[config.mk]
export PLATFORM = sky130hd
export DESIGN_NAME = axi_write_top
export DESIGN_NICKNAME = d
export VERILOG_FILES = /design/src/axi_pkg.sv /design/src/aw_address_decoder.sv /design/src/axi_write_top.sv /design/src/b_response_mux.sv /design/src/slave_write_endpoint.sv /design/src/w_data_router.sv
export VERILOG_INCLUDE_DIRS = /design/src
export SDC_FILE = /design/constraint.sdc
export NUM_CORES = 1
export LEC_CHECK = 0
export BUFFER_PORTS_ARGS = -buffer_cell sky130_fd_sc_hd__buf_2
export CORE_UTILIZATION = 40
export DETAILED_ROUTE_END_ITERATION = 10
export MAX_ROUTING_LAYER = met4
export PLACE_DENSITY = 0.57
export SLEW_MARGIN = 20
export SYNTH_ARGS = -nofsm -noshare
export SYNTH_HDL_FRONTEND = slang
export SYNTH_HIERARCHICAL = 1
export SYNTH_SLANG_ARGS = --single-unit
export TNS_END_PERCENT = 1
[constraint.sdc]
create_clock -name clk -period 2.9 [get_ports clk]
set_input_delay 0.145 -clock clk [delete_from_list [all_inputs] [get_ports clk]]
set_output_delay 0.145 -clock clk [all_outputs]
set_load 0.01 [all_outputs]
[src/axi_define.svh]
`ifndef AXI_DEFINE_SVH
`define AXI_DEFINE_SVH

// Master ID, and slave ID with the master number on top
`define AXI_ID_BITS  4
`define AXI_IDS_BITS 6

// Write response codes
`define AXI_RESP_OKAY   2'b00
`define AXI_RESP_SLVERR 2'b10
`define AXI_RESP_DECERR 2'b11

`endif

[src/axi_pkg.sv]
`default_nettype none

`include "axi_define.svh"

package axi_pkg;

  typedef logic [31:0]                addr_t;
  typedef logic [31:0]                data_t;
  typedef logic [7:0]                 len_t;
  typedef logic [`AXI_ID_BITS-1:0]    id_t;
  typedef logic [`AXI_IDS_BITS-1:0]   ids_t;
  typedef logic [1:0]                 resp_t;

  typedef struct packed {
    logic  valid;
    id_t   id;
    addr_t addr;
    len_t  len;
  } aw_req_m_t;

  typedef struct packed {
    logic  valid;
    ids_t  id;
    addr_t addr;
    len_t  len;
  } aw_req_s_t;

  typedef struct packed {
    logic  valid;
    data_t data;
    logic  last;
  } w_req_t;

  typedef struct packed {
    logic  valid;
    ids_t  ids;
    resp_t resp;
  } b_rsp_s_t;

  typedef enum logic [1:0] {SEL_S0, SEL_S1, SEL_S2} slave_sel_t;

  typedef enum logic [1:0] {LOCK_NO, LOCK_S0, LOCK_S1, LOCK_S2} data_arb_lock_t;

  typedef enum logic [1:0] {
    AXI_MASTER_0_ID,
    AXI_MASTER_1_ID,
    AXI_MASTER_2_ID,
    AXI_MASTER_U_ID
  } axi_master_id_t;

  // Address map, 64 KB regions
  localparam addr_t S0_BASE     = 32'h0000_0000;
  localparam addr_t S1_BASE     = 32'h0001_0000;
  localparam addr_t REGION_MASK = 32'hFFFF_0000;

  // Master number sits in the top two ID bits
  function automatic axi_master_id_t DATA_DECODER(input ids_t ids);
    case (ids[`AXI_IDS_BITS-1:`AXI_ID_BITS])
      2'd0:    return AXI_MASTER_0_ID;
      2'd1:    return AXI_MASTER_1_ID;
      2'd2:    return AXI_MASTER_2_ID;
      default: return AXI_MASTER_U_ID;
    endcase
  endfunction

endpackage

`default_nettype wire

[src/aw_address_decoder.sv]
`timescale 1ns/10ps
`default_nettype none

module aw_address_decoder
  import axi_pkg::*;
#(
  parameter logic [1:0] MASTER_NUM = 2'd1
) (
  input  logic       clk,
  input  logic       rstn,
  input  aw_req_m_t  aw_m,
  output logic       awready_m,
  output aw_req_s_t  aw_s0,
  output aw_req_s_t  aw_s1,
  output aw_req_s_t  aw_s2,
  input  logic       awready_s0,
  input  logic       awready_s1,
  input  logic       awready_s2,
  input  logic       w_last_done,
  input  logic       b_done,
  output slave_sel_t sel,
  output logic       route_valid
);

  slave_sel_t addr_sel;
  aw_req_s_t  aw_fwd;
  logic       sel_ready;
  logic       busy;
  logic       aw_fire;

  always_comb begin
    if ((aw_m.addr & REGION_MASK) == S0_BASE) begin
      addr_sel = SEL_S0;
    end else if ((aw_m.addr & REGION_MASK) == S1_BASE) begin
      addr_sel = SEL_S1;
    end else begin
      addr_sel = SEL_S2;
    end
  end

  assign aw_fwd = '{valid: aw_m.valid & ~busy,
                    id:    {MASTER_NUM, aw_m.id},
                    addr:  aw_m.addr,
                    len:   aw_m.len};

  // Valid only toward the decoded slave
  always_comb begin
    aw_s0       = aw_fwd;
    aw_s1       = aw_fwd;
    aw_s2       = aw_fwd;
    aw_s0.valid = aw_fwd.valid & (addr_sel == SEL_S0);
    aw_s1.valid = aw_fwd.valid & (addr_sel == SEL_S1);
    aw_s2.valid = aw_fwd.valid & (addr_sel == SEL_S2);
    case (addr_sel)
      SEL_S0:  sel_ready = awready_s0;
      SEL_S1:  sel_ready = awready_s1;
      default: sel_ready = awready_s2;
    endcase
  end

  assign awready_m = ~busy & sel_ready;
  assign aw_fire   = aw_m.valid & awready_m;

  always_ff @(posedge clk or negedge rstn) begin
    if (!rstn) begin
      busy        <= 1'b0;
      route_valid <= 1'b0;
      sel         <= SEL_S2;
    end else begin
      if (aw_fire) begin
        busy        <= 1'b1;
        route_valid <= 1'b1;
        sel         <= addr_sel;
      end else begin
        if (b_done) begin
          busy <= 1'b0;
        end
        // Route freed once the last beat is through
        if (w_last_done) begin
          route_valid <= 1'b0;
        end
      end
    end
  end

endmodule

`default_nettype wire

[src/axi_write_top.sv]
`timescale 1ns/10ps
`default_nettype none

module axi_write_top
  import axi_pkg::*;
#(
  parameter logic [1:0] MASTER_NUM = 2'd1
) (
  input  logic      clk,
  input  logic      rstn,
  input  aw_req_m_t aw_m,
  output logic      awready_m,
  input  w_req_t    w_m,
  output logic      wready_m,
  output b_rsp_s_t  b_m,
  input  logic      bready_m
);

  aw_req_s_t  aw_s0, aw_s1, aw_s2;
  logic       awready_s0, awready_s1, awready_s2;
  w_req_t     w_s0, w_s1, w_s2;
  logic       wready_s0, wready_s1, wready_s2;
  b_rsp_s_t   b_s0, b_s1, b_s2;
  logic       bready_s0, bready_s1, bready_s2;
  slave_sel_t sel;
  logic       route_valid;
  logic       w_last_done;

  aw_address_decoder #(.MASTER_NUM(MASTER_NUM)) u_aw_dec (
    .clk, .rstn, .aw_m, .awready_m,
    .aw_s0, .aw_s1, .aw_s2, .awready_s0, .awready_s1, .awready_s2,
    .w_last_done, .b_done(b_m.valid & bready_m), .sel, .route_valid
  );

  w_data_router u_w_router (
    .clk, .rstn, .w_m, .wready_m, .sel, .route_valid,
    .w_s0, .w_s1, .w_s2, .wready_s0, .wready_s1, .wready_s2, .w_last_done
  );

  b_response_mux u_b_mux (
    .clk, .rstn, .b_m1(b_m), .bready_m1(bready_m),
    .w_m_valid(w_m.valid), .w_m_ready(wready_m), .w_m_last(w_m.last),
    .b_s0, .b_s1, .b_s2, .bready_s0, .bready_s1, .bready_s2
  );

  slave_write_endpoint #(.RESP_ALWAYS(1'b0)) u_slave0 (
    .clk, .rstn, .aw(aw_s0), .awready(awready_s0), .w(w_s0), .wready(wready_s0),
    .b_rsp(b_s0), .bready(bready_s0)
  );

  slave_write_endpoint #(.RESP_ALWAYS(1'b0)) u_slave1 (
    .clk, .rstn, .aw(aw_s1), .awready(awready_s1), .w(w_s1), .wready(wready_s1),
    .b_rsp(b_s1), .bready(bready_s1)
  );

  // Default slave for unmapped addresses
  slave_write_endpoint #(.RESP_ALWAYS(1'b1)) u_slave2 (
    .clk, .rstn, .aw(aw_s2), .awready(awready_s2), .w(w_s2), .wready(wready_s2),
    .b_rsp(b_s2), .bready(bready_s2)
  );

endmodule

`default_nettype wire

[src/b_response_mux.sv]
`timescale 1ns/10ps
`default_nettype none

`include "axi_define.svh"

module b_response_mux
  import axi_pkg::*;
(
  input  logic     clk,
  input  logic     rstn,
  output b_rsp_s_t b_m1,
  input  logic     bready_m1,
  input  logic     w_m_valid,
  input  logic     w_m_ready,
  input  logic     w_m_last,
  input  b_rsp_s_t b_s0,
  input  b_rsp_s_t b_s1,
  input  b_rsp_s_t b_s2,
  output logic     bready_s0,
  output logic     bready_s1,
  output logic     bready_s2
);

  data_arb_lock_t lock_q;
  data_arb_lock_t lock_d;
  b_rsp_s_t       b_sel;
  logic           bready_from_m;
  logic           b_enable;
  axi_master_id_t decode_result;

  always_ff @(posedge clk or negedge rstn) begin
    if (!rstn) begin
      lock_q <= LOCK_NO;
    end else begin
      lock_q <= lock_d;
    end
  end

  // Armed by the last W handshake, dropped once a slave answers
  always_ff @(posedge clk or negedge rstn) begin
    if (!rstn) begin
      b_enable <= 1'b0;
    end else if (b_enable) begin
      if (b_s0.valid | b_s1.valid | b_s2.valid) begin
        b_enable <= 1'b0;
      end
    end else if (w_m_valid & w_m_ready & w_m_last) begin
      b_enable <= 1'b1;
    end
  end

  // Round-robin from the slave just served
  always_comb begin
    lock_d = lock_q;
    case (lock_q)
      LOCK_S0: begin
        if (bready_from_m) begin
          if (b_s1.valid) lock_d = LOCK_S1;
          else if (b_s2.valid) lock_d = LOCK_S2;
          else lock_d = LOCK_NO;
        end
      end
      LOCK_S1: begin
        if (bready_from_m) begin
          if (b_s2.valid) lock_d = LOCK_S2;
          else if (b_s0.valid) lock_d = LOCK_S0;
          else lock_d = LOCK_NO;
        end
      end
      LOCK_S2: begin
        if (bready_from_m) begin
          if (b_s0.valid) lock_d = LOCK_S0;
          else if (b_s1.valid) lock_d = LOCK_S1;
          else lock_d = LOCK_NO;
        end
      end
      default: begin
        if (b_enable) begin
          if (b_s0.valid) lock_d = LOCK_S0;
          else if (b_s1.valid) lock_d = LOCK_S1;
          else if (b_s2.valid) lock_d = LOCK_S2;
        end
      end
    endcase
  end

  always_comb begin
    b_sel     = '{valid: 1'b0, ids: '0, resp: `AXI_RESP_SLVERR};
    bready_s0 = 1'b0;
    bready_s1 = 1'b0;
    bready_s2 = 1'b0;
    case (lock_q)
      LOCK_S0: begin
        b_sel     = b_s0;
        bready_s0 = bready_from_m;
      end
      LOCK_S1: begin
        b_sel     = b_s1;
        bready_s1 = bready_from_m;
      end
      LOCK_S2: begin
        b_sel     = b_s2;
        bready_s2 = bready_from_m;
      end
      default: ;
    endcase
  end

  assign decode_result = DATA_DECODER(b_sel.ids);

  // Only master 1 is wired, other IDs are held off
  always_comb begin
    b_m1          = '{valid: 1'b0, ids: '0, resp: `AXI_RESP_SLVERR};
    bready_from_m = 1'b0;
    case (decode_result)
      AXI_MASTER_1_ID: begin
        b_m1.valid    = b_sel.valid;
        b_m1.ids      = {{(`AXI_IDS_BITS-`AXI_ID_BITS){1'b0}},
                         b_sel.ids[`AXI_ID_BITS-1:0]};
        b_m1.resp     = b_sel.resp;
        bready_from_m = bready_m1;
      end
      default: ;
    endcase
  end

endmodule

`default_nettype wire

[src/slave_write_endpoint.sv]
`timescale 1ns/10ps
`default_nettype none

`include "axi_define.svh"

module slave_write_endpoint
  import axi_pkg::*;
#(
  parameter bit RESP_ALWAYS = 1'b0
) (
  input  logic      clk,
  input  logic      rstn,
  input  aw_req_s_t aw,
  output logic      awready,
  input  w_req_t    w,
  output logic      wready,
  output b_rsp_s_t  b_rsp,
  input  logic      bready
);

  typedef enum logic [1:0] {ST_IDLE, ST_DATA, ST_RESP} ep_state_t;

  ep_state_t state;
  ids_t      id_q;
  len_t      len_q;
  len_t      beat_cnt;
  logic      overrun;
  resp_t     resp_q;

  assign awready = (state == ST_IDLE);
  assign wready  = (state == ST_DATA);
  assign b_rsp   = '{valid: (state == ST_RESP), ids: id_q, resp: resp_q};

  always_ff @(posedge clk or negedge rstn) begin
    if (!rstn) begin
      state    <= ST_IDLE;
      beat_cnt <= '0;
      overrun  <= 1'b0;
    end else begin
      case (state)
        ST_IDLE: begin
          if (aw.valid) begin
            beat_cnt <= '0;
            overrun  <= 1'b0;
            state    <= ST_DATA;
          end
        end
        ST_DATA: begin
          if (w.valid) begin
            if (w.last) begin
              state <= ST_RESP;
            end else begin
              // Last expected beat went by without WLAST
              if (beat_cnt == len_q) begin
                overrun <= 1'b1;
              end
              beat_cnt <= beat_cnt + 8'd1;
            end
          end
        end
        ST_RESP: begin
          if (bready) begin
            state <= ST_IDLE;
          end
        end
        default: state <= ST_IDLE;
      endcase
    end
  end

  always_ff @(posedge clk) begin
    if (state == ST_IDLE && aw.valid) begin
      id_q  <= aw.id;
      len_q <= aw.len;
    end
    if (state == ST_DATA && w.valid && w.last) begin
      if (RESP_ALWAYS) begin
        resp_q <= `AXI_RESP_DECERR;
      end else if (overrun || beat_cnt != len_q) begin
        resp_q <= `AXI_RESP_SLVERR;
      end else begin
        resp_q <= `AXI_RESP_OKAY;
      end
    end
  end

endmodule

`default_nettype wire

[src/w_data_router.sv]
`timescale 1ns/10ps
`default_nettype none

module w_data_router
  import axi_pkg::*;
(
  input  logic       clk,
  input  logic       rstn,
  input  w_req_t     w_m,
  output logic       wready_m,
  input  slave_sel_t sel,
  input  logic       route_valid,
  output w_req_t     w_s0,
  output w_req_t     w_s1,
  output w_req_t     w_s2,
  input  logic       wready_s0,
  input  logic       wready_s1,
  input  logic       wready_s2,
  output logic       w_last_done
);

  logic w_open;
  logic sel_ready;

  // Closed in the cycle of the done pulse, before the route drops
  assign w_open = route_valid & ~w_last_done;

  always_comb begin
    w_s0       = w_m;
    w_s1       = w_m;
    w_s2       = w_m;
    w_s0.valid = w_open & w_m.valid & (sel == SEL_S0);
    w_s1.valid = w_open & w_m.valid & (sel == SEL_S1);
    w_s2.valid = w_open & w_m.valid & (sel == SEL_S2);
    case (sel)
      SEL_S0:  sel_ready = wready_s0;
      SEL_S1:  sel_ready = wready_s1;
      default: sel_ready = wready_s2;
    endcase
  end

  assign wready_m = w_open & sel_ready;

  always_ff @(posedge clk or negedge rstn) begin
    if (!rstn) begin
      w_last_done <= 1'b0;
    end else begin
      w_last_done <= w_m.valid & wready_m & w_m.last;
    end
  end

endmodule

`default_nettype wire
== After elaboration in Yosys (flattened, before gate mapping) ==
Index checks and enable logic that the tools add are counted.

* Bits in registers: 64
* Bits of input ports: 82

* Add/subtract/negate cells: 2
* Equal/unequal tests: 40
* Mux-type cells: 65
* Bitwise operators: 19
* Reductions and logical operators: 30

{| class="wikitable"
|+ Operators with widths
! operator !! number
|-
| $mux W2 || 26
|-
| $mux W8 || 6
|-
| $logic_not A32 Y1 || 1
|-
| $pmux W8 S2 || 2
|-
| $pmux W2 S3 || 5
|-
| $pmux W9 S3 || 1
|-
| $ne A2 B1 Y1 const B || 11
|-
| $mux W1 || 20
|-
| $reduce_and A4 Y1 || 5
|-
| $add A8 B1 Y8 const B || 2
|-
| $eq A16 B1 Y1 const B || 1
|-
| $eq A2 B1 Y1 const B || 8
|-
| $eq A2 B2 Y1 const B || 8
|-
| $eq A8 B8 Y1 || 2
|-
| $ne A2 B2 Y1 const B || 8
|-
| $ne A8 B8 Y1 || 2
|-
| $and A1 B1 Y1 || 15
|-
| $reduce_and A5 Y1 || 3
|-
| $logic_not A2 Y1 || 6
|-
| $mux W9 || 1
|-
| $pmux W1 S2 || 4
|-
| $reduce_bool A2 Y1 || 4
|-
| $logic_and A1 B1 Y1 || 7
|-
| $reduce_bool A6 Y1 || 1
|-
| other kinds (4) || 7
|}

== Logic depth before layout (Yosys ltp) ==
Gate-level depths: netlist (run 1).

* Depth after elaboration: 9
* Gate-level depth with buffers: 8
* Gate-level depth less buffers: 7

== Cells and area by module ==
The synthesis (run 1) kept the hierarchy.

{| class="wikitable"
|+ By module, submodules not included
! module !! instances !! cells each !! area an instance (sq um)
|-
| slave_write_endpoint (u_slave0 ...) || 2 || 88 || 1154.9
|-
| aw_address_decoder || 1 || 173 || 1386.3
|-
| w_data_router || 1 || 111 || 845.8
|-
| b_response_mux || 1 || 57 || 456.7
|-
| slave_write_endpoint (u_slave2) || 1 || 19 || 299.0
|-
| axi_write_top || 1 || 1 || 6.3
|}

== Worst setup path after synthesis (run 1) ==
No wires, ideal clock.

* Path kind: register -> register
* Start point: reg u_aw_dec.busy
* End point: reg u_slave0.overrun
* Arrival time: 2.079 ns
* Setup slack: 0.700 ns
* Stages on the path, launching flop included: 7
* Cell sequence: dfrtp_1 -> nor2b_1 -> nor3b_1 -> and2_1 -> clkbuf_1 -> inv_1 -> a32o_1

{| class="wikitable"
|+ RTL lines
! item !! line !! text
|-
| start: declaration || aw_address_decoder.sv:28 || <nowiki>logic busy;</nowiki>
|-
| start signal: assignment || aw_address_decoder.sv:66 || <nowiki>busy <= 1'b0;</nowiki>
|-
| start signal: assignment || aw_address_decoder.sv:71 || <nowiki>busy <= 1'b1;</nowiki>
|-
| start signal: assignment || aw_address_decoder.sv:76 || <nowiki>busy <= 1'b0;</nowiki>
|-
| end signal: assignment || slave_write_endpoint.sv:38 || <nowiki>overrun <= 1'b0;</nowiki>
|-
| end signal: assignment || slave_write_endpoint.sv:44 || <nowiki>overrun <= 1'b0;</nowiki>
|-
| end signal: assignment || slave_write_endpoint.sv:55 || <nowiki>overrun <= 1'b1;</nowiki>
|-
| end: declaration || slave_write_endpoint.sv:27 || <nowiki>logic overrun;</nowiki>
|}

==> run metrics, run 1 <==
status finished, final reports clean; Detailed Place HPWL 4800 microns; Die Ht 99.5 microns; H-tree depth 3; WHS Path Cells 3; die area 0.00990 sq mm; PortBufs 42; met3 usage 3.79%; CTS tree built; DR vias 2403; final WL 6950 microns; I/O pin total 93; RSZ-0062 raised after global routing false; flop2flop setup slack 0.63 ns; 1st-pass router iterations 5; Total Power 2.27 mW; Ys Warns 6; ant diodes 0; clk slew on worst S/H paths 0.07 ns; Routed WL per cell 14.1 microns; final worst path period share 88.7%; later-pin clock latency in the skew report 0.35 ns; total grt overflow 0; first-pass GRT wire length 11600 microns; r2r startpoint u_b_mux/lock_q[1]$_DFFE_PN0P_; post-CTS setup buffer count 0; Final WS setup 0.327 ns; LEAKAGE 1.61 nW; crit-path max FO 14; P&R area growth vs syn 9.77%; grt met1 use 20.7%; GRT Total Usage 15.8%; crit path DAT 2.43 ns; initial antenna violation count 0; filler instances 872; Critical Path RT 2.76 ns; cell count after synthesis 337; Setup Viol. Count Final 0; mapped cell area 0.00380 sq mm; drt via density 4.86; most frequent cells in the layout buf_2, edfxtp_1, dfrtp_1; Mean Syn Cell Area 11.3 sq um; Die Wd 99.5 microns; final setup TNS 0 ns; number of clock sinks 68; kind of critical path reg2out; commonest non-fill, non-tap cell in the layout buf_2; antenna viol nets, final 0; max_cap viols 0; share of layout cells above drive strength 1 21.1%; Highest Clock Rate 0.389 GHz; gpl congestion 0.746; Starting Density 41.2%; cells on worst reg2reg path 7; Placed Cells 465; Post-Layout Cell Count 494; Layout Nets 448; Worst Skew 0.00997 ns; CP peak stage delay 0.54 ns; Hold Path End u_b_mux/b_enable$_DFF_PN0_; Slew HR 49.7%; initial DRC count 151; worst hold path class in2reg; P per Cell Area 544 mW/mm^2; largest net degree at the start of global routing 33; Critical R2R Capture u_aw_dec/busy$_DFFE_PN0P_; GR peak layer met2; CTS buffer count 9; vias in the first global route 2327; clock buffer depth 2; worst slew pin tran 0.754 ns; worst path cell trace inv_1, ha_1, a222oi_1, or3b_1, nor2_1, buf_2; M2 GR Usage 23.7%; crit start category register; Post-route DRC 0; final hold violation count 0; Hold Startpoint w_m[33]; pre-CTS WS 0.606 ns; CP Capture Type output pin; Final min period 2.57 ns; row count 35; CP max-delay cell or3b_1; Final Max Tran Viols 0; peak supply drop 259 uV; clk root buf clkbuf_8; core area 0.00924 sq mm
[final cells by class]
class / instances / area, sq um / share of cell area, %
Sequential cell: 68 / 1880 / 45.1
Multi-Input combinational cell: 205 / 1500 / 36.0
Timing Repair Buffer: 57 / 355 / 8.51
Tap cell: 129 / 161 / 3.87
Clock buffer: 10 / 138 / 3.30
Inverter: 19 / 71.3 / 1.71
Clock inverter: 6 / 63.8 / 1.53
[where the power goes]
group	internal [mW]	total, mW	switching, mW
sequential	1.03	1.05	0.0142
clock	0.419	0.796	0.378
combinational	0.193	0.429	0.236
total	1.64	2.27	0.628
[flip-flops by register name, summed over array words and instances (netlist names), 2 cells and up]
name,count
u_slave0/beat_cnt,8
u_slave0/len_q,8
u_slave1/beat_cnt,8
u_slave1/len_q,8
u_slave0/id_q,6
u_slave1/id_q,6
u_slave2/id_q,6
u_aw_dec/sel,2
u_b_mux/lock_q,2
u_slave0/state,2
u_slave1/state,2
u_slave2/state,2
[worst max path at each step]
stage / start / endpoint / slack (ns) / cells past startpoint
5_1_grt: u_b_mux/lock_q[0]$_DFFE_PN0P_ / b_m[8] / 0.12 / 6
3_3_place_gp: u_b_mux/lock_q[0]$_DFFE_PN0P_ / u_aw_dec/busy$_DFFE_PN0P_ / 0.59 / 7
3_5_place_dp: u_b_mux/lock_q[0]$_DFFE_PN0P_ / u_aw_dec/busy$_DFFE_PN0P_ / 0.61 / 7
4_1_cts: u_b_mux/lock_q[0]$_DFFE_PN0P_ / b_m[8] / 0.29 / 6
6_report: u_b_mux/lock_q[1]$_DFFE_PN0P_ / b_m[8] / 0.33 / 6
2_1_floorplan: u_aw_dec/busy$_DFFE_PN0P_ / u_slave0/overrun$_DFFE_PN0P_ / 0.70 / 6
[what timing repair did]
action / in CTS / in global routing
hold endpoints to repair: 59 / 0
hold buffers: 13 / 0
resized for setup: 0 / 0
[metrics by stage]
stage	utilization, %	area (sq um)	hold WS (ns)
after floorplan	-	3820	-0.151
after global placement	41.6	3840	0.268
after detailed placement	41.6	3840	0.263
after CTS	45.2	4170	0.0818
after global routing	45.2	4170	0.123
final	45.2	4170	0.0872
[layer usage]
metal	routed length (microns)	vias up
met1	3340	1145
li1	-	1185
met2	3190	66
met3	341	7
met4	83	0
met5	0	-
[critical path: cells and delay by family, from the launching register on]
| kind | cells | cell delay, ns |
|---|---|---|
| DFF | 1 | 0.41 |
| adders and majority gates | 1 | 0.51 |
| AOI/OAI and AO/OA | 1 | 0.15 |
| buffers and inverters | 2 | 0.27 |
| and+or+nand+nor | 2 | 0.74 |
Power figures use the tool's default switching activity.
==> inputs of run 2 (changes only) <==
RECOVER_POWER = 50   (was not set)
==> run 2 against run 1 <==
Net effect: the run now ends with max-capacitance violations, max-slew violations left; combinational power about the same; worst setup slack improved by 0.0036 ns; critical path depth unchanged; sequential share of layout area increased by 0.26 points; wire length rose by 0.14%; maximum frequency up 0.14%; highest routed layer unchanged.
==> run metrics, run 2 (synthesized netlist as in run 1, its figures left out) <==
status complete, but fails checks; failing checks max-capacitance violations, max-slew violations; Placed Cells 465; # resized after CTS 0; number of buffers and inverters on the critical path 2; Final Cell Area 0.00415 sq mm; final setup TNS 0 ns; Net Sw Frac 27.5%; row count 35; initial antenna violation count 0; grt met1 use 20.7%; 1st-pass router iterations 5; RSZ-0062 raised after global routing false; crit start category register; antenna viol nets, final 0; Die Wd 99.5 microns; Post-Layout Cell Count 494; r2r startpoint u_b_mux/lock_q[1]$_DFFE_PN0P_; Total Power 2.27 mW; die area 0.00990 sq mm; sequential share of power 46.2%; gpl congestion 0.746; Starting Density 41.2%; final WL 6960 microns; Setup crit start u_b_mux/lock_q[1]$_DFFE_PN0P_; clock buffer depth 2; CP Capture Type output pin; combinational fraction of design power 18.8%; Post-route DRC 0; met3 usage 3.79%; CP max-delay cell or3b_1; Final Max Tran Viols 33; Hold Startpoint w_m[33]; max_cap viols 1; clk root buf clkbuf_8; peak supply drop 259 uV; kind of critical path reg2out; total grt overflow 0; Final min period 2.57 ns; Sw Pwr 0.623 mW; commonest non-fill, non-tap cell in the layout edfxtp_1; P per Cell Area 546 mW/mm^2; Final WS setup 0.330 ns; later-pin clock latency in the skew report 0.35 ns; I/O pin total 93; pre-CTS WS 0.606 ns; number of clock sinks 68; CTS tree built; P&R area growth vs syn 9.15%; CTS buffer count 9; post-CTS setup buffer count 0; GR peak layer met2; Critical Path RT 2.76 ns; first-pass GRT wire length 11600 microns; M2 GR Usage 23.7%; Setup Viol. Count Final 0; LEAKAGE 1.57 nW; CP peak stage delay 0.54 ns; final hold violation count 0; Slew HR -21.5%; GRT Total Usage 15.8%; worst hold path class in2reg; largest net degree at the start of global routing 33; clk slew on worst S/H paths 0.07 ns; Crit path max-delay family simple AND/OR/NAND/NOR gates; most frequent cells in the layout edfxtp_1, buf_2, dfrtp_1; Post-Place Cell Area 0.00384 sq mm; Layout Nets 448; Die Ht 99.5 microns; crit path DAT 2.42 ns; worst path cell trace inv_1, ha_1, a222oi_1, or3b_1, nor2_1, buf_2; share of layout cells above drive strength 1 17.5%; worst slew pin tran 1.82 ns; Routed WL per cell 14.1 microns; DR vias 2398; Final Util 44.9%; Clock power frac 35.0%; core area 0.00924 sq mm; Min Hold Slack 0.0918 ns; initial DRC count 162; drt via density 4.85; crit-path max FO 14; PortBufs 42; ant diodes 0; Detailed Place HPWL 4800 microns; Worst Skew 0.00941 ns; H-tree depth 3; Cell Int Power 1.64 mW; final worst path period share 88.6%; Highest Clock Rate 0.389 GHz; vias in the first global route 2327
run 2: cell types whose count changed in the layout (fill, tap and decap cells not counted):
cell	change
a2111oi_0	+1
a2111oi_2	-1
and2_0	+1
and2_1	-1
buf_2	-11
clkbuf_1	+11
mux2_1	+1
mux2_4	-1
run 2: worst min-delay path: cells and delay by family:
kind,cells,cell delay (ns)
AO/OA/AOI/OAI,1,0.07
buffers and inverters,1,0.10
AND/OR/NAND/NOR,1,0.07
run 2: what timing repair did:
action,CTS,global route
endpoints found under the hold margin,59,0
endpoints found under the setup margin,0,0
hold buffers,13,0
run 2: path summary, 6_finish.rpt:
path                                                    end  slack [ns]  cells after the start
setup / recovery                                     b_m[8]        0.33                      6
hold / removal                   u_b_mux/b_enable$_DFF_PN0_        0.09                      3
setup reg to reg                  u_aw_dec/busy$_DFFE_PN0P_        0.62                      7
hold reg to reg               u_slave2/state[0]$_DFFE_PN0P_        0.46                      1
max in group asynchronous     u_slave1/state[1]$_DFFE_PN0P_        1.02                      2
min in group asynchronous  u_slave0/beat_cnt[6]$_DFFE_PN0P_        0.82                      2
run 2: per-layer routing:
metal	vias to the layer above	wire length (microns)
li1	1186	-
met1	1146	3400
met2	60	3180
met3	6	309
met4	0	66
met5	-	0
run 2: power by group through the flow:
stage	Sequential [mW]	Clock [mW]	Combinational [mW]
6_report	1.05	0.793	0.426
2_1_floorplan	1.06	0	0.347
5_1_grt	1.05	0.856	0.468
3_3_place_gp	1.07	0	0.417
4_1_cts	1.05	0.817	0.430
3_5_place_dp	1.07	0	0.414
run 2: layout make-up:
cell class / count / area (sq um)
Clock inverter: 6 / 63.8
Timing Repair Buffer: 57 / 342
Sequential cell: 68 / 1880
Inverter: 19 / 71.3
Tap cell: 129 / 161
Multi-Input combinational cell: 205 / 1490
Clock buffer: 10 / 138
Fill cell: 884 / 5090
==> inputs of run 3 (changes only) <==
SETUP_SLACK_MARGIN = 0.5   (was not set)
==> run 3 against run 2 <==
Net effect: the run still ends with max-capacitance violations, max-slew violations left; utilization up 0.49 points; sequential power hardly changed; clock-buffer cell count unchanged; wire length increased by 0.27%; worst hold slack got worse by 0.0013 ns; first-iteration DRC count increased by 15%; register-to-register slack improved by 0.16 ns; final cell count is the same; sequential share of layout area decreased by 0.49 points; largest cell class unchanged; highest routed layer unchanged.
==> run metrics, run 3 (synthesized netlist as in run 1, its figures left out) <==
CTS tree built; Post-Layout Cell Count 494; CTS buffer count 9; initial antenna violation count 0; Die Wd 99.5 microns; PortBufs 42; crit start category register; Hold Path End u_b_mux/b_enable$_DFF_PN0_; peak supply drop 259 uV; Placed Cells 465; P&R area growth vs syn 10.3%; sequential share of power 45.6%; gpl congestion 0.746; Final Max Tran Viols 33; pre-CTS WS 0.606 ns; combinational fraction of design power 20.2%; Clock power frac 34.2%; kind of critical path reg2out; number of buffers and inverters on the critical path 2; ant diodes 0; Starting Density 41.2%; Critical R2R Capture u_slave0/beat_cnt[7]$_DFFE_PN0P_; Slew HR -21.5%; Crit path max-delay family simple AND/OR/NAND/NOR gates; row count 35; final setup TNS 0 ns; crit-path max FO 7; largest net degree at the start of global routing 33; RSZ-0062 raised after global routing true; clk root buf clkbuf_8; first-pass GRT wire length 11500 microns; commonest non-fill, non-tap cell in the layout edfxtp_1; Post-route DRC 0; final worst path period share 80.7%; Final min period 2.34 ns; drt via density 4.85; worst hold path class in2reg; worst path cell trace inv_1, ha_1, a21oi_1, or3b_4, nor2_1, buf_2; Detailed Place HPWL 4800 microns; Layout Nets 448; vias in the first global route 2330; Routed WL per cell 14.1 microns; most frequent cells in the layout edfxtp_1, buf_2, dfrtp_1; P per Cell Area 553 mW/mm^2; core area 0.00924 sq mm; Worst Skew 0.00922 ns; Final WS setup 0.558 ns; Cell Int Power 1.68 mW; 1st-pass router iterations 6; clk slew on worst S/H paths 0.07 ns; share of layout cells above drive strength 1 18.9%; worst slew pin tran 1.82 ns; r2r startpoint u_aw_dec/busy$_DFFE_PN0P_; Final Util 45.4%; final WL 6980 microns; number of clock sinks 68; status complete, but fails checks; Sw Pwr 0.644 mW; Highest Clock Rate 0.427 GHz; CP max-delay cell dfrtp_1; post-CTS setup buffer count 0; antenna viol nets, final 0; failing checks max-capacitance violations, max-slew violations; Die Ht 99.5 microns; clock buffer depth 2; later-pin clock latency in the skew report 0.34 ns; crit path DAT 2.20 ns; Total Power 2.32 mW; flop2flop setup slack 0.78 ns; GRT Total Usage 15.7%; Net Sw Frac 27.7%; max_cap viols 1; Setup Viol. Count Final 0; CP Capture Type output pin; total grt overflow 0; initial DRC count 186; CP peak stage delay 0.46 ns; die area 0.00990 sq mm; I/O pin total 93; LEAKAGE 1.57 nW; DR vias 2396; cells on worst reg2reg path 6; H-tree depth 3; WHS Path Cells 3; Critical Path RT 2.76 ns; final hold violation count 0; Hold Startpoint w_m[33]
run 3: worst max-delay path by stage:
stage                                   from                            to  slack, ns  depth (start not counted)
2_1_floorplan      u_aw_dec/busy$_DFFE_PN0P_  u_slave0/overrun$_DFFE_PN0P_       0.70                          6
3_3_place_gp   u_b_mux/lock_q[0]$_DFFE_PN0P_     u_aw_dec/busy$_DFFE_PN0P_       0.59                          7
3_5_place_dp   u_b_mux/lock_q[0]$_DFFE_PN0P_     u_aw_dec/busy$_DFFE_PN0P_       0.61                          7
4_1_cts        u_b_mux/lock_q[0]$_DFFE_PN0P_                        b_m[8]       0.50                          5
5_1_grt        u_b_mux/lock_q[0]$_DFFE_PN0P_                        b_m[8]       0.42                          6
6_report       u_b_mux/lock_q[0]$_DFFE_PN0P_                        b_m[8]       0.56                          6
run 3: timing repair:
action | in CTS | in global routing
endpoints found under the setup margin | 7 | 6
resized for setup | 5 | 3
gates cloned | 0 | 0
hold buffers | 13 | 0
endpoints found under the hold margin | 59 | 0
run 3: metrics by stage:
stage | hold WS [ns] | cell area [sq um]
after floorplan | -0.151 | 3820
after global placement | 0.268 | 3840
after detailed placement | 0.263 | 3840
after CTS | 0.0818 | 4200
after global routing | 0.123 | 4200
final | 0.0905 | 4200
run 3: tightest hold or removal path, stage by stage:
cell,delay [ns]
buf_2,0.10
nand3_1,0.07
o21ai_0,0.07
run 3: power groups by stage:
| stage | clock network (mW) | registers (mW) | logic [mW] |
|---|---|---|---|
| final | 0.793 | 1.06 | 0.470 |
| after CTS | 0.817 | 1.05 | 0.460 |
| after floorplan | 0 | 1.06 | 0.347 |
| after global routing | 0.856 | 1.06 | 0.510 |
| after detailed placement | 0 | 1.07 | 0.414 |
| after global placement | 0 | 1.07 | 0.417 |
run 3: layout make-up:
type | count | area (sq um)
Timing Repair Buffer | 57 | 342
Sequential cell | 68 | 1880
Inverter | 19 | 71.3
Fill cell | 879 | 5040
Tap cell | 129 | 161
Clock inverter | 6 | 63.8
Multi-Input combinational cell | 205 | 1540
Clock buffer | 10 | 138
run 3: metal layers:
| metal | track usage (%) | vias up | part of all wire [%] |
|---|---|---|---|
| met2 | 23.8 | 63 | 46 |
| met4 | 6.11 | 0 | 0.96 |
| li1 | - | 1186 | - |
| met1 | 20.5 | 1141 | 49 |
| met5 | - | - | 0 |
| met3 | 3.79 | 6 | 4.7 |
